===== config.mk =====
export PLATFORM = sky130hd
export DESIGN_NAME = edge_grad
export DESIGN_NICKNAME = d
export VERILOG_FILES = /design/src/tile_feat_pkg.sv /design/src/edge_grad.sv /design/src/rv_pipe_reg.sv
export VERILOG_INCLUDE_DIRS = /design/src
export SDC_FILE = /design/constraint.sdc
export NUM_CORES = 1
export LEC_CHECK = 0
export BUFFER_PORTS_ARGS = -buffer_cell sky130_fd_sc_hd__clkbuf_2
export CORE_MARGIN = 2
export CORE_UTILIZATION = 36
export CTS_BUF_LIST = sky130_fd_sc_hd__clkbuf_16
export DETAILED_ROUTE_END_ITERATION = 10
export GPL_TIMING_DRIVEN = 1
export SYNTH_ARGS = -nofsm -noshare
export SYNTH_HDL_FRONTEND = slang
export SYNTH_HIERARCHICAL = 1
export SYNTH_SLANG_ARGS = --single-unit

===== constraint.sdc =====
create_clock -name clk -period 7.7 [get_ports clk]
set_clock_uncertainty 0.1 [all_clocks]
set_input_delay 0.385 -clock clk [delete_from_list [all_inputs] [get_ports clk]]
set_output_delay 0.385 -clock clk [all_outputs]
set_load 0.02 [all_outputs]

===== src/tile_feat_defs.svh =====
// ----------------------------------------------------------
// widths and frame defaults shared by the tile feature front end
// tile edge is 1 << TF_TILE_SHIFT, mod fields assume a shift of 2
// ----------------------------------------------------------
`ifndef TILE_FEAT_DEFS_SVH
`define TILE_FEAT_DEFS_SVH

// ----------------------------------------------------------
// coordinate widths
// ----------------------------------------------------------
// x and tile_j, enough for 2047 columns
`define TF_X_W 11
// y and tile_i, enough for 1023 lines
`define TF_Y_W 10

// luma sample width
`define TF_YPIX_W 10

// log2 of the tile edge, 4x4 tiles
`define TF_TILE_SHIFT 2

// ----------------------------------------------------------
// default active frame size
// ----------------------------------------------------------
`define TF_ACTIVE_W_DEF 1280
`define TF_ACTIVE_H_DEF 720

`endif

===== src/tile_feat_pkg.sv =====
// ----------------------------------------------------------
// payload records passed between the pipeline stages
// ----------------------------------------------------------
`include "tile_feat_defs.svh"

package tile_feat_pkg;

  // one accepted pixel tagged with its position
  typedef struct packed {
    logic [`TF_X_W-1:0]    x;
    logic [`TF_Y_W-1:0]    y;
    logic [`TF_YPIX_W-1:0] luma;
    logic [`TF_X_W-1:0]    tile_j;
    logic [`TF_Y_W-1:0]    tile_i;
    logic [1:0]            x_mod;
    logic [1:0]            y_mod;
    logic                  line_last;
    logic                  frame_last;
    logic                  tile_last;
  } pix_meta_t;

  // final record with neighbours and gradient
  typedef struct packed {
    logic [`TF_X_W-1:0]      x;
    logic [`TF_Y_W-1:0]      y;
    logic [`TF_X_W-1:0]      tile_j;
    logic [`TF_Y_W-1:0]      tile_i;
    logic [1:0]              x_mod;
    logic [1:0]              y_mod;
    logic                    line_last;
    logic                    frame_last;
    logic                    tile_last;
    logic [`TF_YPIX_W-1:0]   y_cur;
    logic [`TF_YPIX_W-1:0]   y_left;
    logic [`TF_YPIX_W-1:0]   y_up;
    logic [`TF_YPIX_W+1:0]   grad;
  } edge_out_t;

endpackage


===== src/edge_grad.sv =====
// ----------------------------------------------------------
// grad = |cur-left| + |cur-up|, unsaturated, one cycle latency
// ----------------------------------------------------------
`include "tile_feat_defs.svh"

module edge_grad (
  input  logic                     clk,
  input  logic                     rst,
  // pixel with neighbours in
  input  logic                     v2_valid,
  output logic                     v2_ready,
  input  tile_feat_pkg::pix_meta_t v2_meta,
  input  logic [`TF_YPIX_W-1:0]    y_left,
  input  logic [`TF_YPIX_W-1:0]    y_up,
  // output record
  output logic                     out_valid,
  input  logic                     out_ready,
  output tile_feat_pkg::edge_out_t out_rec
);

  import tile_feat_pkg::*;

  localparam int PW = `TF_YPIX_W;

  logic [PW-1:0] d_left;
  logic [PW-1:0] d_up;
  edge_out_t     rec_d;

  // absolute differences against each neighbour
  assign d_left = (v2_meta.luma >= y_left) ? v2_meta.luma - y_left : y_left - v2_meta.luma;
  assign d_up   = (v2_meta.luma >= y_up) ? v2_meta.luma - y_up : y_up - v2_meta.luma;

  // pack record, coordinates pass straight through
  always_comb begin
    rec_d            = '0;
    rec_d.x          = v2_meta.x;
    rec_d.y          = v2_meta.y;
    rec_d.tile_j     = v2_meta.tile_j;
    rec_d.tile_i     = v2_meta.tile_i;
    rec_d.x_mod      = v2_meta.x_mod;
    rec_d.y_mod      = v2_meta.y_mod;
    rec_d.line_last  = v2_meta.line_last;
    rec_d.frame_last = v2_meta.frame_last;
    rec_d.tile_last  = v2_meta.tile_last;
    rec_d.y_cur      = v2_meta.luma;
    rec_d.y_left     = y_left;
    rec_d.y_up       = y_up;
    // two extra bits, sum cannot overflow
    rec_d.grad       = {2'b00, d_left} + {2'b00, d_up};
  end

  rv_pipe_reg #(
    .payload_t(edge_out_t)
  ) u_slice (
    .clk      (clk),
    .rst      (rst),
    .in_valid (v2_valid),
    .in_ready (v2_ready),
    .in_data  (rec_d),
    .out_valid(out_valid),
    .out_ready(out_ready),
    .out_data (out_rec)
  );

endmodule


===== src/rv_pipe_reg.sv =====
// ----------------------------------------------------------
// one-entry ready/valid slice, full rate when drained each cycle
// in_ready is combinational from out_ready
// ----------------------------------------------------------
module rv_pipe_reg #(
  parameter type payload_t = logic
) (
  input  logic     clk,
  input  logic     rst,
  // upstream side
  input  logic     in_valid,
  output logic     in_ready,
  input  payload_t in_data,
  // downstream side
  output logic     out_valid,
  input  logic     out_ready,
  output payload_t out_data
);

  logic     valid_q;
  payload_t data_q;

  // accept when empty or the entry leaves this cycle
  assign in_ready = !valid_q || out_ready;

  // occupancy flag
  always_ff @(posedge clk) begin
    if (rst) begin
      valid_q <= 1'b0;
    end else if (in_valid && in_ready) begin
      valid_q <= 1'b1;
    end else if (out_ready) begin
      valid_q <= 1'b0;
    end
  end

  // payload, loaded only on an input transfer
  always_ff @(posedge clk) begin
    if (in_valid && in_ready) begin
      data_q <= in_data;
    end
  end

  assign out_valid = valid_q;
  assign out_data  = data_q;

endmodule


# Word-level counts from Yosys, hierarchy flattened
# Index checks and enable logic that the tools add are counted.
[op_classes] add_sub_neg=5 order_cmp=2 n_mux=4 reduce_logical=4
[op_table] op="$sub A10 B10 Y10" count=4
[op_table] op="$ge A10 B10 Y1" count=2
[op_table] op="$mux W10" count=2
[op_table] op="$add A10 B10 Y11" count=1
[op_table] op="$mux W1" count=2
[op_table] op="$reduce_bool A2 Y1" count=1
[op_table] op="$logic_and A1 B1 Y1" count=1
[op_table] op="$logic_not A1 Y1" count=1
[op_table] op="$logic_or A1 B1 Y1" count=1
[totals] reg_bits=92 inputBits=83 output_inout_bits=93

# Logic depth before layout (Yosys ltp)
# Gate-level depths: netlist of the first run.
[depth] word_depth=4 ltp_mapped=20

# Cells and area by module
# The synthesis of the first run kept the hierarchy.
[modules_own_cells] module="rv_pipe_reg" n_inst=1 cells_per_inst=96 area_each_um2=2787.7 seq_area_each_um2=2752.6
[modules_own_cells] module="edge_grad" n_inst=1 cells_per_inst=256 area_each_um2=2006.9 seq_area_each_um2=0.0

# Worst setup path before layout of the first run
# Ideal clock, no wire load.
[synth_timing] kind="input to register" from="input port v2_meta[28] in the netlist's numbering" to="register u_slice.data_q, in the netlist u_slice/out_data[9] (data pin)" t_arrival_ps=3632 t_required_ps=7342 path_slack_ps=3710 stages=19 n_path_buf=1 path_cell_list="inv_1 > ha_1 > inv_1 > fa_1 > a21o_1 > a2111oi_4 > nor3_2 > o21ai_1 > o2bb2ai_1 > buf_6 > mux2_4 > ha_1 > a21o_1 > a21oi_1 > o21bai_1 > a21oi_1 > o21ai_0 > a21oi_1 > xnor2_1"
[synth_rtl] element="start, declared" line_no="edge_grad.sv:12" text="input tile_feat_pkg::pix_meta_t v2_meta,"
[synth_rtl] element="end signal, assigned" line_no="rv_pipe_reg.sv:40" text="data_q <= in_data;"
[synth_rtl] element="end, declared" line_no="rv_pipe_reg.sv:21" text="payload_t data_q;"

==> results of run 1 <==
[logic make-up (layout without fill, tap and decap cells)]
logic type / Yosys count / in the layout
buffers and inverters: 52 / 237
XOR/XNOR: 24 / 24
AND/OR/NAND/NOR: 32 / 32
AO/OA/AOI/OAI: 80 / 80
other: 1 / 1
multiplexers: 18 / 18
adder cells (fa/ha/maj): 53 / 53
flip-flops: 92 / 92
[path summary, 6_finish.rpt]
kind	endpoint	slack, ns	startpoint
worst max register to register	u_slice/out_data[25]	5.64	u_slice/out_valid
worst min-delay path	u_slice/out_valid	0.10	rst
worst min register to register	u_slice/out_valid	0.41	u_slice/out_valid
worst max-delay path	u_slice/out_data[9]	3.57	v2_meta[28]
[flip-flops by register name, summed over array words and instances, names as in the netlist]
name	count
u_slice/out_data	91
u_slice/out_valid	1
[power by group]
part	switching, mW	leakage, nW	total [mW]	internal (mW)
combinational	0.265	1.89	0.442	0.177
sequential	0.0122	0.889	0.636	0.624
clock	0.193	0.134	0.413	0.220
[per-stage QoR]
step,cells,hold slack (ns),area [sq um],setup WS (ns),util
after floorplan,352,0.347,4790,3.71,-
after global placement,697,0.392,5860,3.37,0.446
after detailed placement,697,0.405,5860,3.27,0.446
after CTS,713,0.0920,6130,3.62,0.467
after global routing,713,0.0902,6130,3.32,0.467
final,713,0.104,6130,3.57,0.467
[cell usage in the layout (no fill, tap or decap), types with 2 or more instances in the layout]
cell type / count
ha_1: 48
a211oi_1: 3
o21ai_0: 9
a31oi_1: 2
a21o_2: 3
a221o_1: 3
and3_1: 4
inv_6: 2
xor2_1: 12
mux2i_1: 16
o21bai_1: 4
nor3_1: 2
clkbuf_16: 9
a21oi_1: 30
nand2b_1: 2
nand3_1: 3
clkinvlp_4: 2
buf_4: 2
edfxtp_1: 91
fa_1: 5
a21o_1: 15
xnor2_1: 12
nor2_1: 3
clkbuf_2: 175
nand2_1: 7
o21a_1: 2
inv_1: 45
nor2b_1: 3
[final cells by class]
class,instances,share of cell area
clock buffers,9,0.0367
clock inverters,7,0.00816
inverters,44,0.0269
multi-input cells,208,0.298
flip-flops and latches,92,0.449
well taps,176,0.0359
repair buffers,177,0.145
[critical path: stages]
cell and delay [ns]:
clkbuf_2 0.11, inv_1 0.08, ha_1 0.19, inv_1 0.06, fa_1 0.38, a21o_1 0.22
a2111oi_4 0.36, nor3_2 0.10, o21ai_1 0.16, o2bb2ai_1 0.24, buf_4 0.27, mux2i_1 0.23
xnor2_1 0.18, ha_1 0.30, inv_1 0.08, o21bai_1 0.07, a21oi_1 0.29, o21ai_0 0.13
a21oi_1 0.20, xnor2_1 0.08
[routing by layer]
metal / part of all wire / GRT usage / up-vias
met5: 0 / 0 / -
met4: 0.020 / 0.0551 / 0
met3: 0.067 / 0.0364 / 17
met2: 0.47 / 0.256 / 131
met1: 0.44 / 0.197 / 1568
li1: - / - / 1638
==> metrics.txt, run 1 <==
synth top area cells edfxtp_1, ha_1, inv_1, mux2i_1, a21oi_1; Ports 176; Clock Latency Late Sink 0.34 ns; IO buf count 175; number of vias per cell 4.70; hold depth 2; Synthesis Warnings 6; multi-input logic area 1830 sq um; WP data arrival around 4.1 ns; P per Cell Area 243 nW/um^2; Pleak 2.92 nW; DRT Wirelength between 10000 and 15000 um; Pwr Total 1.49 mW; final hold vios 0; worst-margin pin slew around 0.69 ns; Setup CP Type in -> reg; status finished, final reports clean; GPL Wtd Cong between 0.8 and 0.9; Most used DFF post-synth edfxtp_1; Worst-path clk slew 0.07 ns; largest family of logic cells by synthesized area adder cells; share of cells above drive strength 1 0.382; syn_nets approximately 500; Row Count 42; Detail Route Antenna Nets 0; asr flop ratio synth 0; post-synthesis sequential area ratio 0.574; hold buffer count at CTS 0; # setup viols final 0; post-synthesis mux area share 0.0389; pin count of the biggest net entering global routing 55; CTS tree yes; Initial Util 0.365; number of flops mapped to enable cells by yosys 91; Worst VDD drop 0.133 mV; post-synthesis adder-cell area fraction 0.146; routed len/inst roughly 15 um; Critical Path RT ~7.7 ns; Longest Clk Path Bufs 2; Period minus WS final ~4.1 ns; clock root cell clkbuf_16; gr usage total 0.154; xor and xnor area share after synthesis 0.0438; die height approximately 120 um; synthesized area 4790 sq um; Synth area leader edfxtp_1; Post-Syn Instances 352; Clock Sinks between 90 and 100; register area 2750 sq um; Setup TNS Final 0 ns; diode count 0; r2r worst-path depth 3; total CTS buffers 9; DRT Pass-1 Iters 4; dpl hpwl 8730 um; HP Class in -> reg; DR DRC count 0; initial antenna violation count 0; count of pins over their slew limit 0; Post-Synth Simple-Gate Area 0.0386; largest fanout on the critical path 7; first-pass GRT wire length approximately 17000 um; most frequent cell after synthesis edfxtp_1; core region area around 13000 sq um; distinct cell type count of the synthesized netlist 48; Post-synth top cells edfxtp_1, ha_1, inv_1, a21oi_1, mux2i_1; vias in the first global route between 3000 and 4000; flops & latches, synth 92; htree depth 3; Chip Width around 120 um; Layout fillers between 1000 and 1500; Max-cap violations 0; fin crit share 0.537; GRT overflow 0; Worst Setup Start Kind input port; RSZ-0062 raised after global routing false; CP Capture Type flop; Setup Fix Bufs, Post-CTS 0; Rel. slew slack 0.542; # nets final 668; Syn-to-layout area delta 27.9%; Detailed Route Iter0 Violations 223; Post-Syn Area per Cell 13.6 sq um; Compound-Gate Fraction of Synth Area 0.113; post_cts resized 0; DR vias 3354; Max Clk Rate between 200 and 250 MHz; die area 14300 sq um; share of the synthesized area in the top cell type 0.570
No activity file was read; power rests on OpenSTA's default activity.
==> run 2: changes to the inputs <==
- ABC_AREA: unset -> 1
- clock period: 7.7 -> 4.2 ns (I/O delays scaled with it)
==> run 2 against run 1 <==
Clock-buffer cell count is the same. Flip-flop and latch count is the same. Design area grew 21%. Final cell count grew 41%. Register-to-register slack lost 3.3 ns. Via count grew 39%. Global-route usage grew 2.4 points. Power grew 89%. Worst setup slack lost 3.2 ns. First-iteration DRC count grew 21%. Clock power grew 80%. Utilization grew 4.5 points. Largest power group unchanged.
==> metrics.txt, run 2 <==
CP Capture Type flop; number of vias per cell 4.63 (-1.5%); most common cell after layout, fill and taps aside clkbuf_2; most frequent cell after synthesis nand2_1; synthesized area 5370 sq um (+12%); fin crit share 0.916; RSZ-0062 raised after global routing false; Longest Clk Path Bufs 2 (unchanged); Synthesis Warnings 6 (unchanged); Clock Latency Late Sink 0.34 ns (about the same); syn_nets 700 (+43%); crit-path max cell delay 0.55 ns (+0.17 ns); share of cells above drive strength 1 0.251 (-0.131); largest fanout on the critical path 13 (+6); core region area 14500 sq um (+11%); Cell Area, Placed 6460 sq um (+10%); GRT overflow 0 (unchanged); clock root cell clkbuf_16; Setup TNS Final 0 ns (unchanged); Setup CP Type in -> reg; count of pins over their slew limit 0 (unchanged); Pleak 3.69 nW (+26%); die height 126 um (+5.6%); DR DRC count 0 (unchanged); share of the synthesized area in the top cell type 0.509 (-0.0610); worst hold slack 0.0103 ns (-0.0933 ns); HP Class in -> reg; total CTS buffers 9 (unchanged); Max Clk Rate roughly 260 MHz; diode count 0 (unchanged); DRT Pass-1 Iters 7 (+3); worst-margin pin slew 0.721 ns (+0.0347 ns); GPL Wtd Cong 0.865 (+2.5%); # setup viols final 0 (unchanged); Clock Sinks 92 (unchanged); number of flops mapped to enable cells by yosys 91 (unchanged); asr flop ratio synth 0 (unchanged); Initial Util 0.369 (+0.00445); synth top area cells edfxtp_1, ha_1, nand2_1, inv_1, nand3_1; CTS tree yes; DRT Wirelength 14300 um (+30%); IO buf count 175 (unchanged); post-synthesis sequential area ratio 0.513 (-0.0614); Most used DFF post-synth edfxtp_1; final hold vios 0 (unchanged); P per Cell Area 379 nW/um^2 (+56%); commonest non-fill, non-tap cells in the layout clkbuf_2, nand2_1, inv_1; Layout fillers 1351 (+11%); Detail Route Antenna Nets 0 (unchanged); Worst-path clk slew 0.06 ns (about the same); routed len/inst 14.2 um (-7.6%); Ports 176 (unchanged); Chip Width 126 um (+5.6%); DR vias 4652 (+39%); Post-Syn Instances 564 (+60%); Period minus WS final 3.85 ns; Critical Path Slowest Stage Cell dlygate4sd3_1; Post-synth top cells nand2_1, inv_1, edfxtp_1, nand3_1, ha_1; htree depth 3 (unchanged); number of flip-flops in the largest register 91 (unchanged); Worst Setup Start Kind input port; Max-cap violations 0 (unchanged); first-pass GRT wire length 22300 um (+32%); Critical Path RT 4.19 ns (-3.50 ns); gr usage total 0.178 (+0.0238); Row Count 44 (+4.8%); initial antenna violation count 0 (unchanged); Placed Instances 918 (+32%); Post-Syn Area per Cell 9.52 sq um (-30%); most frequent CP cell nand2_1; pin count of the biggest net entering global routing 73 (+33%); Detailed Route Iter0 Violations 269 (+21%); WP data arrival 3.84 ns (-0.29 ns); post-route cell area 7430 sq um (+21%); final non-filler cell total 1004 (+41%); die area 15900 sq um (+12%); CP Cell Sequence dlygate4sd3_1 > clkbuf_2 > inv_1 > ha_1 > inv_1 > fa_1 > nand2_1 > nand2_1 > nand3_1 > nand2_1 > nand2_1 > nand2_2 > o21ai_0 > inv_1 > fa_1 > o21ai_0 > nand3_1 > nand3_1 > xor2_1; Setup Fix Bufs, Post-CTS 0 (unchanged); Synth area leader edfxtp_1; Rel. slew slack 0.518 (-0.0242); Worst VDD drop 0.204 mV (+54%); dpl hpwl 11100 um (+28%); # nets final 951 (+42%); vias in the first global route 4550 (+33%); flops & latches, synth 92 (unchanged); Syn-to-layout area delta 38.4%; status finished, final reports clean; distinct cell type count of the synthesized netlist 28 (-42%)
## run 2: changes by cell type in the layout (fill, tap and decap cells not counted), moves of 6 or more
cell	before	now
inv_1	45	98
o21ai_0	9	16
nand4_1	1	7
dlygate4sd3_1	0	70
nand3_1	3	56
xnor2_1	12	5
a21o_1	15	1
nand2_1	7	138
nor2_1	3	27
mux2i_1	16	0
## run 2: layout make-up
cell class / instances / area [sq um] / area share
Sequential cell: 92 / 2750 / 0.370
Tap cell: 184 / 230 / 0.0310
Clock buffer: 9 / 225 / 0.0303
Clock inverter: 7 / 42.5 / 0.00572
Inverter: 98 / 368 / 0.0495
Multi-Input combinational cell: 368 / 2220 / 0.298
Timing Repair Buffer: 246 / 1600 / 0.215
## run 2: what timing repair did
item,in CTS,in global routing
gates resized for setup,0,0
endpoints found under the hold margin,70,0
hold buffers,70,0
## run 2: power breakdown
part / switching [mW] / internal [mW] / total, mW
combinational: 0.572 / 0.343 / 0.915
sequential: 0.0261 / 1.14 / 1.16
clock: 0.343 / 0.399 / 0.742
total: 0.941 / 1.88 / 2.82
## run 2: path summary, 6_finish.rpt
kind                     startpoint                   end  slack, ns  depth (start not counted)
hold / removal          v2_meta[36]  u_slice/out_data[40]       0.01                          1
setup reg to reg  u_slice/out_valid  u_slice/out_data[27]       2.34                          2
setup / recovery        v2_meta[28]   u_slice/out_data[8]       0.35                         19
hold reg to reg   u_slice/out_valid     u_slice/out_valid       0.44                          2
## run 2: critical path, delay by kind of cell
kind	cells	cell delay [ns]
compound gates	2	0.79
fa+ha+maj	3	0.96
buf+inv	5	0.97
xor+xnor	1	0.07
simple gates	8	0.84
## run 2: stage by stage
| stage | total power [mW] | worst slack, ns | utilization |
|---|---|---|---|
| global placement | 2.03 | 0.610 | 0.445 |
| global route | 3.00 | 0.0808 | 0.511 |
| floorplan | 1.78 | 0.741 | - |
| CTS | 2.85 | 0.406 | 0.511 |
| detailed placement | 2.04 | 0.597 | 0.445 |
| finish | 2.82 | 0.351 | 0.511 |
## run 2: layer usage
layer / global-route usage / up-vias / share of wire
li1: - / 2351 / -
met1: 0.218 / 2123 / 0.44
met2: 0.310 / 158 / 0.49
met3: 0.0425 / 20 / 0.052
met4: 0.0562 / 0 / 0.017
met5: 0 / - / 0
## run 2: cells by family after synthesis
kind of cell,synth area share
AND/OR/NAND/NOR,0.196
other,0.000698
adder cells (fa/ha/maj),0.131
flip-flops,0.513
XOR/XNOR,0.0343
buffers and inverters,0.0764
AO/OA/AOI/OAI,0.0494
==> run 3: changes to the inputs <==
- ABC_AREA: 1 -> unset
==> run 3 against run 2 <==
Register-to-register slack worse by 0.19 ns. Largest power group unchanged. Clock power up 18%. Wire length shrank 18%. Highest routed layer unchanged. Critical path depth fell by 1. Design area down 6.5%.
==> metrics.txt, run 3 (synthesis gave the netlist of run 1 again) <==
final hold vios 0 (unchanged); Setup CP Type in -> reg; Layout fillers 1146 (-15%); Worst-path clk slew 0.07 ns (about the same); GRT overflow 0 (unchanged); worst hold slack 0.00750 ns (-0.00284 ns); Row Count 42 (-4.5%); HP Class in -> reg; WL met1 4970 um (-21%); CP Cell Sequence dlygate4sd3_1 > clkbuf_2 > inv_1 > ha_1 > a21o_2 > a2111oi_4 > nor3_2 > o21ai_1 > o2bb2ai_2 > buf_4 > mux2i_1 > xor2_1 > ha_1 > a21o_1 > a21oi_1 > o21ai_0 > a21oi_1 > xnor2_1; IO buf count 175 (unchanged); clock root cell clkbuf_16; share of cells above drive strength 1 0.350 (+0.0989); most common cell after layout, fill and taps aside clkbuf_2; number of vias per cell 4.62 (-0.34%); count of pins over their slew limit 0 (unchanged); Critical Path Slowest Stage Cell dlygate4sd3_1; dpl hpwl 8650 um (-22%); largest fanout on the critical path 6 (-7); pre-CTS WS 0.0625 ns (-0.535 ns); min-delay src v2_meta[33]; Setup WS post-layout 0.242 ns (-0.108 ns); commonest non-fill, non-tap cells in the layout clkbuf_2, edfxtp_1, dlygate4sd3_1; P per Cell Area 423 nW/um^2 (+12%); htree depth 3 (unchanged); Placed Instances 701 (-24%); Chip Width 119 um (-5.3%); Rel. slew slack 0.292 (-0.226); Top Metal Used met4; Crit. Startpoint v2_meta[32]; gr usage total 0.167 (-0.0108); worst-margin pin slew 1.06 ns (+0.340 ns); fin crit share 0.942 (+0.0258); Clock Latency Late Sink 0.34 ns (about the same); Worst VDD drop 0.174 mV (-15%); WP data arrival 3.96 ns (+0.12 ns); # setup viols final 0 (unchanged); Syn-to-layout area delta 44.9%; Setup TNS Final 0 ns (unchanged); post-route cell area 6950 sq um (-6.5%); Max-cap violations 0 (unchanged); register area 2750 sq um (unchanged); die area 14300 sq um (-10%); DR vias 3648 (-22%); DRT Wirelength 11700 um (-18%); # nets final 745 (-22%); met3 routed WL 792 um (+6.2%); CTS tree yes; Detail Route Antenna Nets 0 (unchanged); reg2reg start u_slice/out_valid; die height 119 um (-5.3%); GPL Wtd Cong 0.758 (-12%); final non-filler cell total 790 (-21%); number of flip-flops in the largest register 91 (unchanged); diode count 0 (unchanged); Longest Clk Path Bufs 2 (unchanged); DRT Pass-1 Iters 4 (-3); Period minus WS final 3.96 ns (+0.108 ns); Pleak 3.27 nW (-11%); status finished, final reports clean; crit-path max cell delay 0.52 ns (-0.03 ns); core region area 13100 sq um (-9.6%); CP Capture Type flop; vias in the first global route 3723 (-18%); multi-input logic area 1840 sq um (-17%); Initial Util 0.365 (-0.00445); Critical Path RT 4.20 ns (about the same); DR DRC count 0 (unchanged); Ports 176 (unchanged); Clock Sinks 92 (unchanged); met2 WL 5750 um (-18%); total CTS buffers 9 (unchanged); Detailed Route Iter0 Violations 231 (-14%); Max Clk Rate 253 MHz (-2.7%); routed len/inst 14.9 um (+4.5%); pin count of the biggest net entering global routing 83 (+14%); initial antenna violation count 0 (unchanged); Cell Area, Placed 5890 sq um (-8.9%); Worst Setup Start Kind input port; first-pass GRT wire length 18400 um (-18%)
run 3: changes by cell type in the layout (fill, tap and decap cells not counted), moves of 4 or more:
cell,before,now
a21o_1,1,15
buf_4,0,9
inv_1,98,45
mux2i_1,0,16
xnor2_1,5,12
nand2_1,138,7
nand2_2,5,1
nand3_1,56,3
and3_1,0,4
xor2_1,16,12
o21ai_0,16,7
nor2_1,27,3
nand3_2,4,0
nand4_1,7,1
run 3: critical path: cells and delay by family:
kind | cells | cell delay [ns]
fa+ha+maj | 2 | 0.62
xor+xnor | 2 | 0.30
compound gates | 8 | 1.57
buf+inv | 4 | 0.92
simple gates | 1 | 0.10
mux | 1 | 0.23
run 3: metal layers:
layer  vias up  global-route usage
met5         -                   0
met4         0              0.0706
met3        18              0.0445
met2       144               0.286
met1      1698               0.198
li1       1788                   -
run 3: report_power, final:
part | leakage (nW) | internal (mW) | switching [mW]
Clock | 0.162 | 0.526 | 0.353
Sequential | 0.889 | 1.15 | 0.0255
Combinational | 2.22 | 0.386 | 0.506
Total | 3.27 | 2.06 | 0.884
run 3: worst paths after layout:
path                               end  slack [ns]  cells after the start
hold reg to reg      u_slice/out_valid        0.98                      3
hold / removal    u_slice/out_data[37]       0.008                      1
setup reg to reg   u_slice/out_data[2]        2.15                      3
setup / recovery   u_slice/out_data[9]        0.24                     18
run 3: layout make-up:
cell class,instances,area share
timing repair buffer,254,0.237
clock buffer,9,0.0324
sequential,92,0.396
tap,176,0.0317
multi-input combinational,208,0.265
inverter,44,0.0238
clock inverter,7,0.0142
run 3: repair_timing:
action,in CTS,in global routing
hold buffers,70,0
hold endpoints to repair,69,0
buffers inserted,0,3
endpoints found under the setup margin,0,6
resized for setup,0,5
run 3: stage by stage:
step	total power, mW	util
floorplan	1.76	-
CTS	2.96	0.526
detailed placement	2.01	0.448
finish	2.94	0.529
global placement	2.00	0.448
global route	3.11	0.529
