[config.mk]
export PLATFORM = sky130hd
export DESIGN_NAME = pixel_xy_counter
export DESIGN_NICKNAME = d
export VERILOG_FILES = /design/src/tile_feat_pkg.sv /design/src/pixel_xy_counter.sv /design/src/rv_pipe_reg.sv
export VERILOG_INCLUDE_DIRS = /design/src
export SDC_FILE = /design/constraint.sdc
export NUM_CORES = 1
export LEC_CHECK = 0
export BUFFER_PORTS_ARGS = -buffer_cell sky130_fd_sc_hd__buf_2
export CORE_AREA = 2 2 82 76
export CTS_BUF_LIST = sky130_fd_sc_hd__clkbuf_2 sky130_fd_sc_hd__clkbuf_4 sky130_fd_sc_hd__clkbuf_8
export DETAILED_ROUTE_END_ITERATION = 8
export DIE_AREA = 0 0 84 78
export PLACE_DENSITY = 0.78
export SYNTH_ARGS = -nofsm -noshare
export SYNTH_HDL_FRONTEND = slang
export SYNTH_SLANG_ARGS = --single-unit
[constraint.sdc]
create_clock -name clk -period 2.75 [get_ports clk]
set_input_delay 0.55 -clock clk [delete_from_list [all_inputs] [get_ports clk]]
set_output_delay 0.55 -clock clk [all_outputs]
set_load 0.05 [all_outputs]
[src/tile_feat_defs.svh]
// ----------------------------------------------------------
// widths and frame defaults shared by the tile feature front end
// tile edge is 1 << TF_TILE_SHIFT, mod fields assume a shift of 2
// ----------------------------------------------------------
`ifndef TILE_FEAT_DEFS_SVH
`define TILE_FEAT_DEFS_SVH

// ----------------------------------------------------------
// coordinate widths
// ----------------------------------------------------------
// x and tile_j, enough for 2047 columns
`define TF_X_W 11
// y and tile_i, enough for 1023 lines
`define TF_Y_W 10

// luma sample width
`define TF_YPIX_W 10

// log2 of the tile edge, 4x4 tiles
`define TF_TILE_SHIFT 2

// ----------------------------------------------------------
// default active frame size
// ----------------------------------------------------------
`define TF_ACTIVE_W_DEF 1280
`define TF_ACTIVE_H_DEF 720

`endif
[src/tile_feat_pkg.sv]
// ----------------------------------------------------------
// payload records passed between the pipeline stages
// ----------------------------------------------------------
`include "tile_feat_defs.svh"

package tile_feat_pkg;

  // one accepted pixel tagged with its position
  typedef struct packed {
    logic [`TF_X_W-1:0]    x;
    logic [`TF_Y_W-1:0]    y;
    logic [`TF_YPIX_W-1:0] luma;
    logic [`TF_X_W-1:0]    tile_j;
    logic [`TF_Y_W-1:0]    tile_i;
    logic [1:0]            x_mod;
    logic [1:0]            y_mod;
    logic                  line_last;
    logic                  frame_last;
    logic                  tile_last;
  } pix_meta_t;

  // final record with neighbours and gradient
  typedef struct packed {
    logic [`TF_X_W-1:0]      x;
    logic [`TF_Y_W-1:0]      y;
    logic [`TF_X_W-1:0]      tile_j;
    logic [`TF_Y_W-1:0]      tile_i;
    logic [1:0]              x_mod;
    logic [1:0]              y_mod;
    logic                    line_last;
    logic                    frame_last;
    logic                    tile_last;
    logic [`TF_YPIX_W-1:0]   y_cur;
    logic [`TF_YPIX_W-1:0]   y_left;
    logic [`TF_YPIX_W-1:0]   y_up;
    logic [`TF_YPIX_W+1:0]   grad;
  } edge_out_t;

endpackage

[src/pixel_xy_counter.sv]
// ----------------------------------------------------------
// x/y and 4x4 tile tagging of accepted pixels, one cycle latency
// sof restarts at (0,0); error flags are sticky until reset
// ----------------------------------------------------------
`include "tile_feat_defs.svh"

module pixel_xy_counter #(
  parameter int unsigned ACTIVE_W = `TF_ACTIVE_W_DEF,
  parameter int unsigned ACTIVE_H = `TF_ACTIVE_H_DEF
) (
  input  logic                    clk,
  input  logic                    rst,
  // pixel stream in
  input  logic                    pix_valid,
  output logic                    pix_ready,
  input  logic                    sof,
  input  logic                    eol,
  input  logic [`TF_YPIX_W-1:0]   y_in,
  // tagged pixel out
  output logic                    v1_valid,
  input  logic                    v1_ready,
  output tile_feat_pkg::pix_meta_t v1_meta,
  // framing checks
  output logic                    err_sof_midframe,
  output logic                    err_eol_mismatch
);

  import tile_feat_pkg::*;

  localparam int XW = `TF_X_W;
  localparam int YW = `TF_Y_W;
  localparam int TS = `TF_TILE_SHIFT;

  localparam logic [XW-1:0] X_LAST = XW'(ACTIVE_W - 1);
  localparam logic [YW-1:0] Y_LAST = YW'(ACTIVE_H - 1);

  // ----------------------------------------------------------
  // position state
  // ----------------------------------------------------------
  logic [XW-1:0] x_q;
  logic [YW-1:0] y_q;

  // position of the pixel on the input this cycle
  logic [XW-1:0] cur_x;
  logic [YW-1:0] cur_y;
  logic          at_origin;
  logic          accept;
  logic          x_at_last;
  logic          y_at_last;

  pix_meta_t     meta_d;

  assign accept    = pix_valid && pix_ready;
  assign at_origin = (x_q == '0) && (y_q == '0);

  // sof pins this pixel to the origin
  assign cur_x = sof ? '0 : x_q;
  assign cur_y = sof ? '0 : y_q;

  assign x_at_last = (cur_x == X_LAST);
  assign y_at_last = (cur_y == Y_LAST);

  // ----------------------------------------------------------
  // tag fields
  // ----------------------------------------------------------
  always_comb begin
    meta_d            = '0;
    meta_d.x          = cur_x;
    meta_d.y          = cur_y;
    meta_d.luma       = y_in;
    meta_d.tile_j     = cur_x >> TS;
    meta_d.tile_i     = cur_y >> TS;
    // position inside the tile
    meta_d.x_mod      = cur_x[TS-1:0];
    meta_d.y_mod      = cur_y[TS-1:0];
    meta_d.line_last  = x_at_last;
    meta_d.frame_last = x_at_last && y_at_last;
    // bottom right corner of a tile
    meta_d.tile_last  = (cur_x[TS-1:0] == 2'd3) && (cur_y[TS-1:0] == 2'd3);
  end

  // advance raster position on accept
  always_ff @(posedge clk) begin
    if (rst) begin
      x_q <= '0;
      y_q <= '0;
    end else if (accept) begin
      if (x_at_last) begin
        x_q <= '0;
        // wrap at frame end
        y_q <= y_at_last ? '0 : cur_y + 1'b1;
      end else begin
        x_q <= cur_x + 1'b1;
        y_q <= cur_y;
      end
    end
  end

  // ----------------------------------------------------------
  // sticky framing errors
  // ----------------------------------------------------------
  always_ff @(posedge clk) begin
    if (rst) begin
      err_sof_midframe <= 1'b0;
      err_eol_mismatch <= 1'b0;
    end else if (accept) begin
      // sof anywhere but the origin
      if (sof && !at_origin) begin
        err_sof_midframe <= 1'b1;
      end
      // eol must mark exactly the last column
      if (eol != x_at_last) begin
        err_eol_mismatch <= 1'b1;
      end
    end
  end

  // output slice, gives the one cycle latency
  rv_pipe_reg #(
    .payload_t(pix_meta_t)
  ) u_slice (
    .clk      (clk),
    .rst      (rst),
    .in_valid (pix_valid),
    .in_ready (pix_ready),
    .in_data  (meta_d),
    .out_valid(v1_valid),
    .out_ready(v1_ready),
    .out_data (v1_meta)
  );

endmodule

[src/rv_pipe_reg.sv]
// ----------------------------------------------------------
// one-entry ready/valid slice, full rate when drained each cycle
// in_ready is combinational from out_ready
// ----------------------------------------------------------
module rv_pipe_reg #(
  parameter type payload_t = logic
) (
  input  logic     clk,
  input  logic     rst,
  // upstream side
  input  logic     in_valid,
  output logic     in_ready,
  input  payload_t in_data,
  // downstream side
  output logic     out_valid,
  input  logic     out_ready,
  output payload_t out_data
);

  logic     valid_q;
  payload_t data_q;

  // accept when empty or the entry leaves this cycle
  assign in_ready = !valid_q || out_ready;

  // occupancy flag
  always_ff @(posedge clk) begin
    if (rst) begin
      valid_q <= 1'b0;
    end else if (in_valid && in_ready) begin
      valid_q <= 1'b1;
    end else if (out_ready) begin
      valid_q <= 1'b0;
    end
  end

  // payload, loaded only on an input transfer
  always_ff @(posedge clk) begin
    if (in_valid && in_ready) begin
      data_q <= in_data;
    end
  end

  assign out_valid = valid_q;
  assign out_data  = data_q;

endmodule

Word level (Yosys, flattened, before mapping)
Index checks and enable logic that the tools add are counted.
{ "classes": {"muxes": 7, "reduce_logical": 13, "addsub": 2, "eq_ne": 5} }
{ "ops": {"columns": ["cell", "n"], "rows": [
  ["10-bit two-way mux", 3],
  ["11-bit two-way mux", 2],
  ["11-bit by 1-bit adder with 11-bit output (second input constant)", 1],
  ["11-bit == test (second input constant)", 1],
  ["11-bit logical NOT", 1],
  ["10-bit by 1-bit adder with 10-bit output (second input constant)", 1],
  ["10-bit == test (second input constant)", 1],
  ["10-bit logical NOT", 1],
  ["1-bit logical AND", 5],
  ["2-bit == test (second input constant)", 2],
  ["2-bit AND reduction", 2],
  ["1-bit logical NOT", 2],
  ["1-bit two-way mux", 2],
  ["2-bit nonzero test", 1],
  ["1-bit logical OR", 1],
  ["1-bit != test", 1]
]} }
{ "totals": {"reg_bits": 79, "wordCells": 42} }

Longest topological paths before layout
Gate-level depths: netlist of run 1.
{ "depth": {"depth_word": 5, "mapped_depth": 12, "mapped_depth_nobuf": 8} }

Modules after synthesis
From an unflattened synthesis of run 1, not the netlist that was laid out.
{ "unflattened": {"cells_unflattened": 276, "area_unflattened_um2": 3425.8} }
{ "by_module_without_submodules": {"columns": ["module", "area_each_um2", "cells_per_inst", "instances", "seq_area_each_um2"], "rows": [
  ["rv_pipe_reg", 1826.8, 64, 1, 1791.7],
  ["pixel_xy_counter", 1599.0, 212, 1, 460.4]
]} }

Worst setup path after synthesis of run 1
OpenSTA, ideal clock, no wires.
{ "synth_timing": {"path_type": "input -> register", "from": "in v1_ready", "to": "reg x_q[8]", "cell_stages": 7, "required_ns": 2.622, "slack_ns": -0.256, "setup_ns": 0.128, "path_buffers": 1, "arrival_time_ns": 2.879, "path_cell_list": "nand2b_1 nand2_1 inv_1 clkbuf_1 o21ai_0 a32oi_1 nor2_1"} }
{ "synth_between": {"elab_chain_cells": 2} }
{ "synth_lines": {"columns": ["element", "line", "rtl"], "rows": [
  ["from (decl)", "pixel_xy_counter.sv:21", "input logic v1_ready,"],
  ["1-bit logical OR", "rv_pipe_reg.sv:24", "assign in_ready = !valid_q || out_ready;"],
  ["1-bit logical AND", "pixel_xy_counter.sv:53", "assign accept = pix_valid && pix_ready;"],
  ["via accept", "pixel_xy_counter.sv:47", "logic accept;"],
  ["to (signal assigned)", "pixel_xy_counter.sv:93", "x_q <= cur_x + 1'b1;"],
  ["to (decl)", "pixel_xy_counter.sv:40", "logic [XW-1:0] x_q;"]
]} }
The timed path passes the listed nets, and every way through them passes these cells.
A chain may end at the register's enable or synchronous reset.

Final worst setup path of run 1
{ "layout_timing": {"from": "in sof", "to": "reg y_q[9]"} }
{ "layout_between": {"word_cells_on_any_way": 7, "classes_between": "add/sub (1); eq/ne (2); mux (4)"} }
{ "layout_lines": {"columns": ["element", "line", "rtl"], "rows": [
  ["from (decl)", "pixel_xy_counter.sv:16", "input logic sof,"],
  ["11-bit two-way mux", "pixel_xy_counter.sv:57", "assign cur_x = sof ? '0 : x_q;"],
  ["via cur_x[1]", "pixel_xy_counter.sv:44", "logic [XW-1:0] cur_x;"],
  ["11-bit == test", "pixel_xy_counter.sv:60", "assign x_at_last = (cur_x == X_LAST);"],
  ["10-bit two-way mux", "pixel_xy_counter.sv:88", "if (x_at_last) begin"],
  ["to (signal assigned)", "pixel_xy_counter.sv:91", "y_q <= y_at_last ? '0 : cur_y + 1'b1;"],
  ["to (signal assigned)", "pixel_xy_counter.sv:94", "y_q <= cur_y;"],
  ["to (decl)", "pixel_xy_counter.sv:41", "logic [YW-1:0] y_q;"]
]} }
The timed path passes the listed nets, and every way through them passes these cells.

==> results of run 1 <==
[layout by cell type (no fill, tap or decap), drive strengths merged, types with 2 or more instances in the layout]
master | synthesis | routed
a21oi | 16 | 16
a311oi | 2 | 2
a31oi | 8 | 8
and2 | 2 | 2
buf | 26 | 82
clkbuf | 12 | 12
clkinv | 0 | 3
conb | 1 | 4
dfxtp | 24 | 24
edfxtp | 34 | 34
ha | 2 | 2
inv | 4 | 4
mux2i | 2 | 2
nand2 | 23 | 23
nand3 | 8 | 8
nand3b | 2 | 2
nand4 | 6 | 6
nand4b | 3 | 3
nor2 | 12 | 12
nor2b | 21 | 21
nor3 | 7 | 7
nor4 | 6 | 6
o21ai | 14 | 14
or3 | 4 | 4
or4 | 4 | 4
or4b | 3 | 3
xnor2 | 2 | 2
[final cells by class]
| type | count | area, um2 | area share [%] |
|---|---|---|---|
| Clock buffer | 12 | 146 | 4.63 |
| Clock inverter | 4 | 45.0 | 1.42 |
| Sequential cell | 58 | 1500 | 47.4 |
| Timing Repair Buffer | 82 | 430 | 13.6 |
| Tap cell | 70 | 87.6 | 2.77 |
| Inverter | 4 | 15.0 | 0.474 |
| Multi-Input combinational cell | 160 | 938 | 29.7 |
[worst max-delay path: stages]
cell and delay [ns]:
buf_2 0.19, nor2b_1 0.20, ha_2 0.24, nand4_1 0.23, nor4_1 0.52, nand4_1 0.17, or3_1 0.32, a31oi_1 0.15
[worst max path at each step]
stage,from,to,slack (ns),depth (start not counted)
final,sof,y_q[9],0.43,8
after global routing,x_q[1],y_q[9],0.23,7
after CTS,x_q[1],y_q[9],0.44,7
after detailed placement,sof,y_q[9],0.09,8
after global placement,sof,y_q[8],0.18,8
after floorplan,sof,y_q[0],0.02,10
[flip-flops by register name, summed over array words and instances, names as in the netlist]
register           count
y_q                   10
err_sof_midframe       1
x_q                   11
u_slice.out_valid      1
err_eol_mismatch       1
u_slice.out_data      34
[per-stage QoR]
step	cell area [um2]	util (%)	instances
after floorplan	2710	-	260
after global placement	2970	52.8	374
after detailed placement	2970	52.8	374
after CTS	3160	56.2	390
after global routing	3160	56.2	390
final	3160	56.2	390
[logic make-up after synthesis]
logic type	count (synthesis)	share of synthesized area [%]
buffers and inverters	42	9.69
adders and majority gates	2	0.931
xor gates and xnor gates	3	0.978
muxes	2	0.745
DFF	58	55.9
AOI/OAI and AO/OA	43	8.99
other	1	0.140
and+or+nand+nor	106	22.6
[per-layer routing]
metal	routed length (um)	global-route usage (%)	vias to the layer above
li1	-	-	1023
met1	2280	20.9	975
met2	2600	28.1	97
met3	452	5.32	6
met4	60	9.68	0
met5	0	0	-
[power groups by stage]
stage	combinational (mW)	clock, mW	sequential [mW]
2_1_floorplan	0.144	0	1.08
3_3_place_gp	0.290	0	0.979
3_5_place_dp	0.292	0	0.981
4_1_cts	0.293	0.774	0.962
5_1_grt	0.305	0.812	0.965
6_report	0.291	0.752	0.962
==> reports/results.ini, run 1 <==
[status]
status = finished clean

[clocking]
cts-htree-levels = 3
cts_buffers = 9
cts_setup_buffers = 0
postCtsHoldBufs = 0
cts.sinks = 58
clkLatencyLatePin_ns = 0.33
clock_path_buffers = 2
cts_resized = 0
clk_pin_slew_worst_paths_ns = 0.06
cts-root-buf = clkbuf_8
cts_tree = done

[setup_path]
r2r_start = x_q[1]
start_kind = primary input
worstPathRequired_ns = 3.01
crit_path_max_fanout = 15
critPathCaptureType = flop
arrival_ns = 2.58
reg2reg_setup_slack_ns = 0.43
crit_type = in2reg
rr_endpoint = y_q[9]
rr_worst_depth = 7

[timing]
slew_headroom_pct = 52.5
fmaxAchievable_ghz = 0.431
rsz0062_at_grt = no
finalSetupTns_ns = 0
min_period_ns = 2.32
skew_ns = 0.00992
finalMaxSlewViolations = 0
finalCritPeriodShare_pct = 84.3
worst_slew_pin_slew_ns = 0.712
final-setup-viol-count = 0
hold_ws_ns = 0.388
finalWorstSetupSlack_ns = 0.431
hold_viol = 0

[synth]
ys_ff_latch = 58
ys_seq_area_share_pct = 55.9
synth_most_common_cell = edfxtp_1
ys_warn_count = 0
synthCells = 257
synthArstFlopShare_pct = 0
synth_top_area_cell = edfxtp_1
synthTopCellsByCount = edfxtp_1, buf_4, dfxtp_1
synth_area_um2 = 2690
synth_edf_count = 34
avgSynthCellArea_um2 = 10.5
yosysTopAreaCellShare_pct = 38.0
yosysUniqueCellTypes = 40
synth_flop_cell = edfxtp_1
synthTopCellsByArea = edfxtp_1, dfxtp_1, buf_4, nor2b_1, nand2_1

[grt]
grt_pass1_wl_um = 8940
gr-total-overflow = 0
grt_pass1_vias = 1953
antenna_found_initial = 0
grt_start_max_net_pins = 31
grt.total_usage_pct = 17.5

[route]
vias_per_cell = 5.39
wl_per_cell_um = 13.8
drtIter0Drc = 163
ant_nets = 0
firstDrtPassIters = 4
routed_wl_um = 5390
drc = 0
num_vias = 2101

[floorplan]
die_w_um = 84
die-area_um2 = 6550
rows = 26
core_um2 = 5630
start_util_pct = 47.7
die_y_um = 78
ioPinCount = 79

[finish]
n_antenna_cell = 0
drive_above_1_share_pct = 32.2
areaGrowthSynthToFinish_pct = 17.8
fin_nets = 333
n_fill_cell = 494

[power]
seqPwrFrac_pct = 48.0
p_int_mw = 1.45
powerDensity_nw_per_um2 = 634
p_clk_share_pct = 37.5
combPwrFrac_pct = 14.5
power.leakage_nw = 1.28
fin_total_pwr_mw = 2.01
p_sw_mw = 0.555
ir_drop_mv = 0.377
swShare_pct = 27.7

[placement]
gp_congestion = 0.905
numPortBuffers = 74
pre_cts_ws_ns = 0.0946
hpwl_um = 3770

[worst_hold_path]
min_delay_path_depth = 1
min_path_type = in2reg
hp-start = y_in[6]
min_to = u_slice.out_data[34]

[run]
maxCapViolCount = 0

No activity file was read; power rests on OpenSTA's default activity.
==> run 2: changes to the inputs <==
--- a/config.mk
+++ b/config.mk
@@ -6,12 +6,13 @@
 export SDC_FILE = /design/constraint.sdc
 export NUM_CORES = 1
 export LEC_CHECK = 0
+export ABC_AREA = 1
 export BUFFER_PORTS_ARGS = -buffer_cell sky130_fd_sc_hd__buf_2
-export CORE_AREA = 2 2 82 76
+export CORE_AREA = 2 2 83 77
 export CTS_BUF_LIST = sky130_fd_sc_hd__clkbuf_2 sky130_fd_sc_hd__clkbuf_4 sky130_fd_sc_hd__clkbuf_8
 export DETAILED_ROUTE_END_ITERATION = 8
-export DIE_AREA = 0 0 84 78
-export PLACE_DENSITY = 0.78
+export DIE_AREA = 0 0 85 79
+export PLACE_DENSITY = 0.79
 export SYNTH_ARGS = -nofsm -noshare
 export SYNTH_HDL_FRONTEND = slang
 export SYNTH_SLANG_ARGS = --single-unit
==> constraint.sdc (replaced) <==
create_clock -name clk -period 2 [get_ports clk]
set_input_delay 0.4 -clock clk [delete_from_list [all_inputs] [get_ports clk]]
set_output_delay 0.4 -clock clk [all_outputs]
set_load 0.05 [all_outputs]
==> run 2 against run 1 <==
  * Sequential share of layout area decreased by 3.7 points
  * Wire length increased by 18%
  * Sequential cell count unchanged
  * Global-route usage increased by 2.0 points
  * Critical path depth increased by 2
  * Synthesized cell count increased by 26%
  * Non-clock buffer count increased by 4
  * Clock skew decreased by 0.0032 ns
  * Setup slack got worse by 0.28 ns
  * Area after synthesis increased by 5.0%
==> reports/results.ini, run 2 <==
[timing]
hold_viol = 0
rsz0062_at_grt = no
final-setup-viol-count = 0
finalSetupTns_ns = 0
hold_ws_ns = 0.226
worst_slew_pin_slew_ns = 0.514
finalMaxSlewViolations = 0
slew_headroom_pct = 65.7
min_period_ns = 1.85
fmaxAchievable_ghz = 0.541
finalWorstSetupSlack_ns = 0.152
finalCritPeriodShare_pct = 92.4
skew_ns = 0.00673

[synth]
yosysUniqueCellTypes = 30
synth_area_um2 = 2820
ys_warn_count = 0
ys_seq_area_share_pct = 53.2
ys_ff_latch = 58
avgSynthCellArea_um2 = 8.74
synthTopCellsByArea = edfxtp_1, dfxtp_1, nand2_1, buf_4, nand3_1
synth_flop_cell = edfxtp_1
synth_most_common_cell = nand2_1
synthCells = 323
synthTopCellsByCount = nand2_1, inv_1, nor2_1
synth_top_area_cell = edfxtp_1
yosysTopAreaCellShare_pct = 36.2
synth_edf_count = 34
synthArstFlopShare_pct = 0

[clocking]
clk_pin_slew_worst_paths_ns = 0.07
cts-htree-levels = 3
cts_buffers = 9
postCtsHoldBufs = 0
clock_path_buffers = 2
cts-root-buf = clkbuf_8
cts_setup_buffers = 0
cts.sinks = 58
clkLatencyLatePin_ns = 0.35
cts_tree = done
cts_resized = 0

[route]
drtIter0Drc = 207
num_vias = 2400
ant_nets = 0
wl_per_cell_um = 13.6
drc = 0
firstDrtPassIters = 5
routed_wl_um = 6350
vias_per_cell = 5.14

[grt]
antenna_found_initial = 0
grt_pass1_vias = 2167
gr-total-overflow = 0
grt_pass1_wl_um = 10100
grt_start_max_net_pins = 29
grt.total_usage_pct = 19.4

[floorplan]
start_util_pct = 47.7
rows = 27
die-area_um2 = 6720
ioPinCount = 79
die_y_um = 79
core_um2 = 5910
die_w_um = 85

[finish]
areaGrowthSynthToFinish_pct = 21.7
fin_nets = 408
largest_reg_flops = 34
final_cell_mix = buf_2, nand2_1, inv_1, nor2_1, edfxtp_1
fin_area_um2 = 3430
n_antenna_cell = 0
fin_util_pct = 58.1
drive_above_1_share_pct = 30.9
final_common_cell = buf_2
instances_no_fill = 467

[placement]
pre_cts_ws_ns = -0.0642
hpwl_um = 4350
gp_congestion = 0.920
dp_cells = 450
numPortBuffers = 74
placed_area_um2 = 3160

[setup_path]
r2r_start = x_q[1]
crit_chain = inv_1 -> nor2_1 -> ha_2 -> nand3_2 -> nor2_4 -> nand2_2 -> nor2_4 -> nand3_1 -> nand3_1 -> a21oi_1
slowest_delay_ns = 0.37
arrival_ns = 2.06
crit_slowest_cell = dfxtp_1
crit_path_max_fanout = 6
crit_type = reg2reg
start_kind = flop
startpoint = x_q[1]
worstPathRequired_ns = 2.21
critPathCaptureType = flop

[power]
fin_total_pwr_mw = 3.05
p_int_mw = 2.25
p_clk_share_pct = 43.9
seqPwrFrac_pct = 43.3
powerDensity_nw_per_um2 = 887
combPwrFrac_pct = 12.8
ir_drop_mv = 0.593
power.leakage_nw = 1.47
p_sw_mw = 0.798
swShare_pct = 26.2

[run]
maxCapViolCount = 0

[worst_hold_path]
hp-start = y_in[5]
min_path_type = in2reg

[status]
status = finished clean

## run 2: critical path: cells and delay by family (launching register included)
kind                     cells  cell delay (ns)
adder cells (fa/ha/maj)      1             0.24
buffers and inverters        1             0.07
flip-flops                   1             0.37
AND/OR/NAND/NOR              7             0.96
AO/OA/AOI/OAI                1             0.07
## run 2: worst paths after layout
| kind | to | slack (ns) | depth (start not counted) |
|---|---|---|---|
| max | y_q[3] | 0.15 | 10 |
| min | u_slice.out_data[33] | 0.23 | 1 |
| max reg2reg | y_q[3] | 0.15 | 10 |
| min reg2reg | err_sof_midframe | 0.46 | 2 |
## run 2: power groups by stage
stage	clock network [mW]	logic [mW]	registers, mW
3_5_place_dp	0	0.388	1.35
6_report	1.34	0.389	1.32
3_3_place_gp	0	0.385	1.35
5_1_grt	1.41	0.406	1.32
2_1_floorplan	0	0.184	1.48
4_1_cts	1.36	0.390	1.32
## run 2: per-layer routing
layer	global-route usage [%]	part of all wire, %
met1	24.7	42
met2	30.2	47
met3	4.26	8.2
met4	11.7	2.4
met5	0	0
## run 2: kinds of logic (layout without fill, tap and decap cells)
family,count (synthesis),count (layout),synth area share (%)
buffers and inverters,74,142,14.2
adder cells (fa/ha/maj),2,2,0.887
AND/OR/NAND/NOR,149,150,23.8
flip-flops,58,58,53.2
XOR/XNOR,2,2,0.621
other,1,4,0.133
AO/OA/AOI/OAI,37,37,7.14
## run 2: final cells by class
class	instances	area [um2]
clock buffer	11	145
clock inverter	5	101
fill	499	2480
inverter	40	153
multi-input combinational	195	958
sequential	58	1500
tap	72	90.1
timing repair buffer	86	485
==> run 3: changes to the inputs <==
--- a/config.mk
+++ b/config.mk
@@ -8,11 +8,14 @@
 export LEC_CHECK = 0
 export ABC_AREA = 1
 export BUFFER_PORTS_ARGS = -buffer_cell sky130_fd_sc_hd__buf_2
-export CORE_AREA = 2 2 83 77
+export CAP_MARGIN = 0
+export CELL_PAD_IN_SITES_DETAIL_PLACEMENT = 2
+export CELL_PAD_IN_SITES_GLOBAL_PLACEMENT = 2
+export CORE_AREA = 2 2 109 101
 export CTS_BUF_LIST = sky130_fd_sc_hd__clkbuf_2 sky130_fd_sc_hd__clkbuf_4 sky130_fd_sc_hd__clkbuf_8
 export DETAILED_ROUTE_END_ITERATION = 8
-export DIE_AREA = 0 0 85 79
-export PLACE_DENSITY = 0.79
+export DIE_AREA = 0 0 111 103
+export PLACE_DENSITY = 0.77
 export SYNTH_ARGS = -nofsm -noshare
 export SYNTH_HDL_FRONTEND = slang
 export SYNTH_SLANG_ARGS = --single-unit
==> run 3 against run 2 <==
  * Sequential power about the same
  * Non-clock buffer count grew 16
  * Critical endpoint is now x_q[10]
  * Clock skew hardly changed
  * Core utilization shrank 24 points
  * Largest cell class unchanged
  * Via count is 3.0% higher
  * Total power down 3.8%
  * Clock power shrank 9.7%
  * Sequential share of layout area decreased by 1.8 points
==> reports/results.ini, run 3 (synthesis results as in run 2) <==
[clocking]
cts.sinks = 58
cts_buffers = 9
clkLatencyLatePin_ns = 0.34
clock_path_buffers = 2
clk_pin_slew_worst_paths_ns = 0.07
cts_tree = done
cts-htree-levels = 3
postCtsHoldBufs = 0
cts-root-buf = clkbuf_8

[finish]
final_common_cell = buf_2
largest_reg_flops = 34
fin_nets = 423
final_cell_mix = buf_2, nand2_1, inv_1, nor2_1, edfxtp_1
fin_util_pct = 34.5
areaGrowthSynthToFinish_pct = 27.3
n_fill_cell = 1184
n_antenna_cell = 0
drive_above_1_share_pct = 34.4

[placement]
pre_cts_ws_ns = -0.142
hpwl_um = 6130
gp_congestion = 0.840
numPortBuffers = 74

[grt]
antenna_found_initial = 0
grt_use_met1_pct = 18.9
use_met3_pct = 2.41
gr-total-overflow = 0
grt_pass1_vias = 2697
top_usage_layer = met2
use_met2_pct = 28.1
grt_pass1_wl_um = 13900
grt_start_max_net_pins = 32
grt.total_usage_pct = 15.6

[floorplan]
start_util_pct = 27.1
core_um2 = 10400
ioPinCount = 79
die-area_um2 = 11400
die_w_um = 111
die_y_um = 103
rows = 36

[route]
routed_wl_um = 8700
vias_per_cell = 4.55
ant_nets = 0
drc = 0
drtIter0Drc = 81
wl_per_cell_um = 16.0
num_vias = 2473
firstDrtPassIters = 4

[setup_path]
crit_family = simple AND/OR/NAND/NOR gates
reg2reg_setup_slack_ns = 0.07
crit_chain = inv_1 -> nor2_2 -> ha_2 -> nand3_2 -> nor2_4 -> buf_4 -> buf_4 -> nand3_1 -> o21ai_0 -> nand3_1 -> a21oi_1
crit_type = reg2reg
rr_worst_depth = 11
start_kind = flop
critPathCaptureType = flop
crit_path_max_fanout = 3
cp.depth = 11
slowest_delay_ns = 0.35
worstPathRequired_ns = 2.27
crit_buf_inv = 3
crit_slowest_cell = dfxtp_2
arrival_ns = 2.20

[timing]
finalCritPeriodShare_pct = 96.4
hold_viol = 0
slew_headroom_pct = 62.7
skew_ns = 0.00716
final-setup-viol-count = 0
min_period_ns = 1.93
worst_slew_pin_slew_ns = 0.560
finalMaxSlewViolations = 0
finalWorstSetupSlack_ns = 0.0721
hold_ws_ns = 0.224
fmaxAchievable_ghz = 0.519

[status]
status = finished clean

[power]
ir_drop_mv = 0.367
powerDensity_nw_per_um2 = 816
power.leakage_nw = 1.52

[run]
maxCapViolCount = 0

[worst_hold_path]
min_path_type = in2reg
min_delay_path_depth = 1

[run 3: layer usage]
layer	up-vias	part of all wire, %
li1	1186	-
met1	1209	44
met2	67	50
met3	11	3.7
met4	0	1.8
met5	-	0
[run 3: final timing paths]
kind | from | endpoint
worst min-delay path | y_in[1] | u_slice.out_data[29]
worst min register to register | err_sof_midframe | err_sof_midframe
worst max register to register | x_q[1] | x_q[10]
worst max-delay path | x_q[1] | x_q[10]
[run 3: repair_timing]
item | 4_1_cts | 5_1_grt
buffers inserted | 3 | 0
endpoints found under the hold margin | 0 | 0
pin swaps | 1 | 2
resized for setup | 0 | 9
endpoints found under the setup margin | 1 | 15
[run 3: power breakdown]
group | leakage (nW) | internal, mW | switching (mW)
Sequential | 0.537 | 1.31 | 0.0155
Clock | 0.0951 | 0.696 | 0.511
Combinational | 0.893 | 0.0754 | 0.327
[run 3: cell type report]
class | instances | area, um2 | area share, %
clock buffer | 9 | 124 | 3.45
inverter | 40 | 153 | 4.25
sequential | 58 | 1500 | 41.9
tap | 133 | 166 | 4.63
multi-input combinational | 194 | 953 | 26.6
clock inverter | 7 | 93.8 | 2.61
timing repair buffer | 102 | 597 | 16.6
[run 3: through the flow]
step	cell area [um2]	std cells	power [mW]	TNS (ns)
4_1_cts	3560	543	2.97	0
6_report	3590	543	2.93	0
3_3_place_gp	3320	524	1.74	-0.00165
3_5_place_dp	3320	524	1.75	-1.03
5_1_grt	3590	543	3.05	-0.109
2_1_floorplan	2840	326	1.67	0
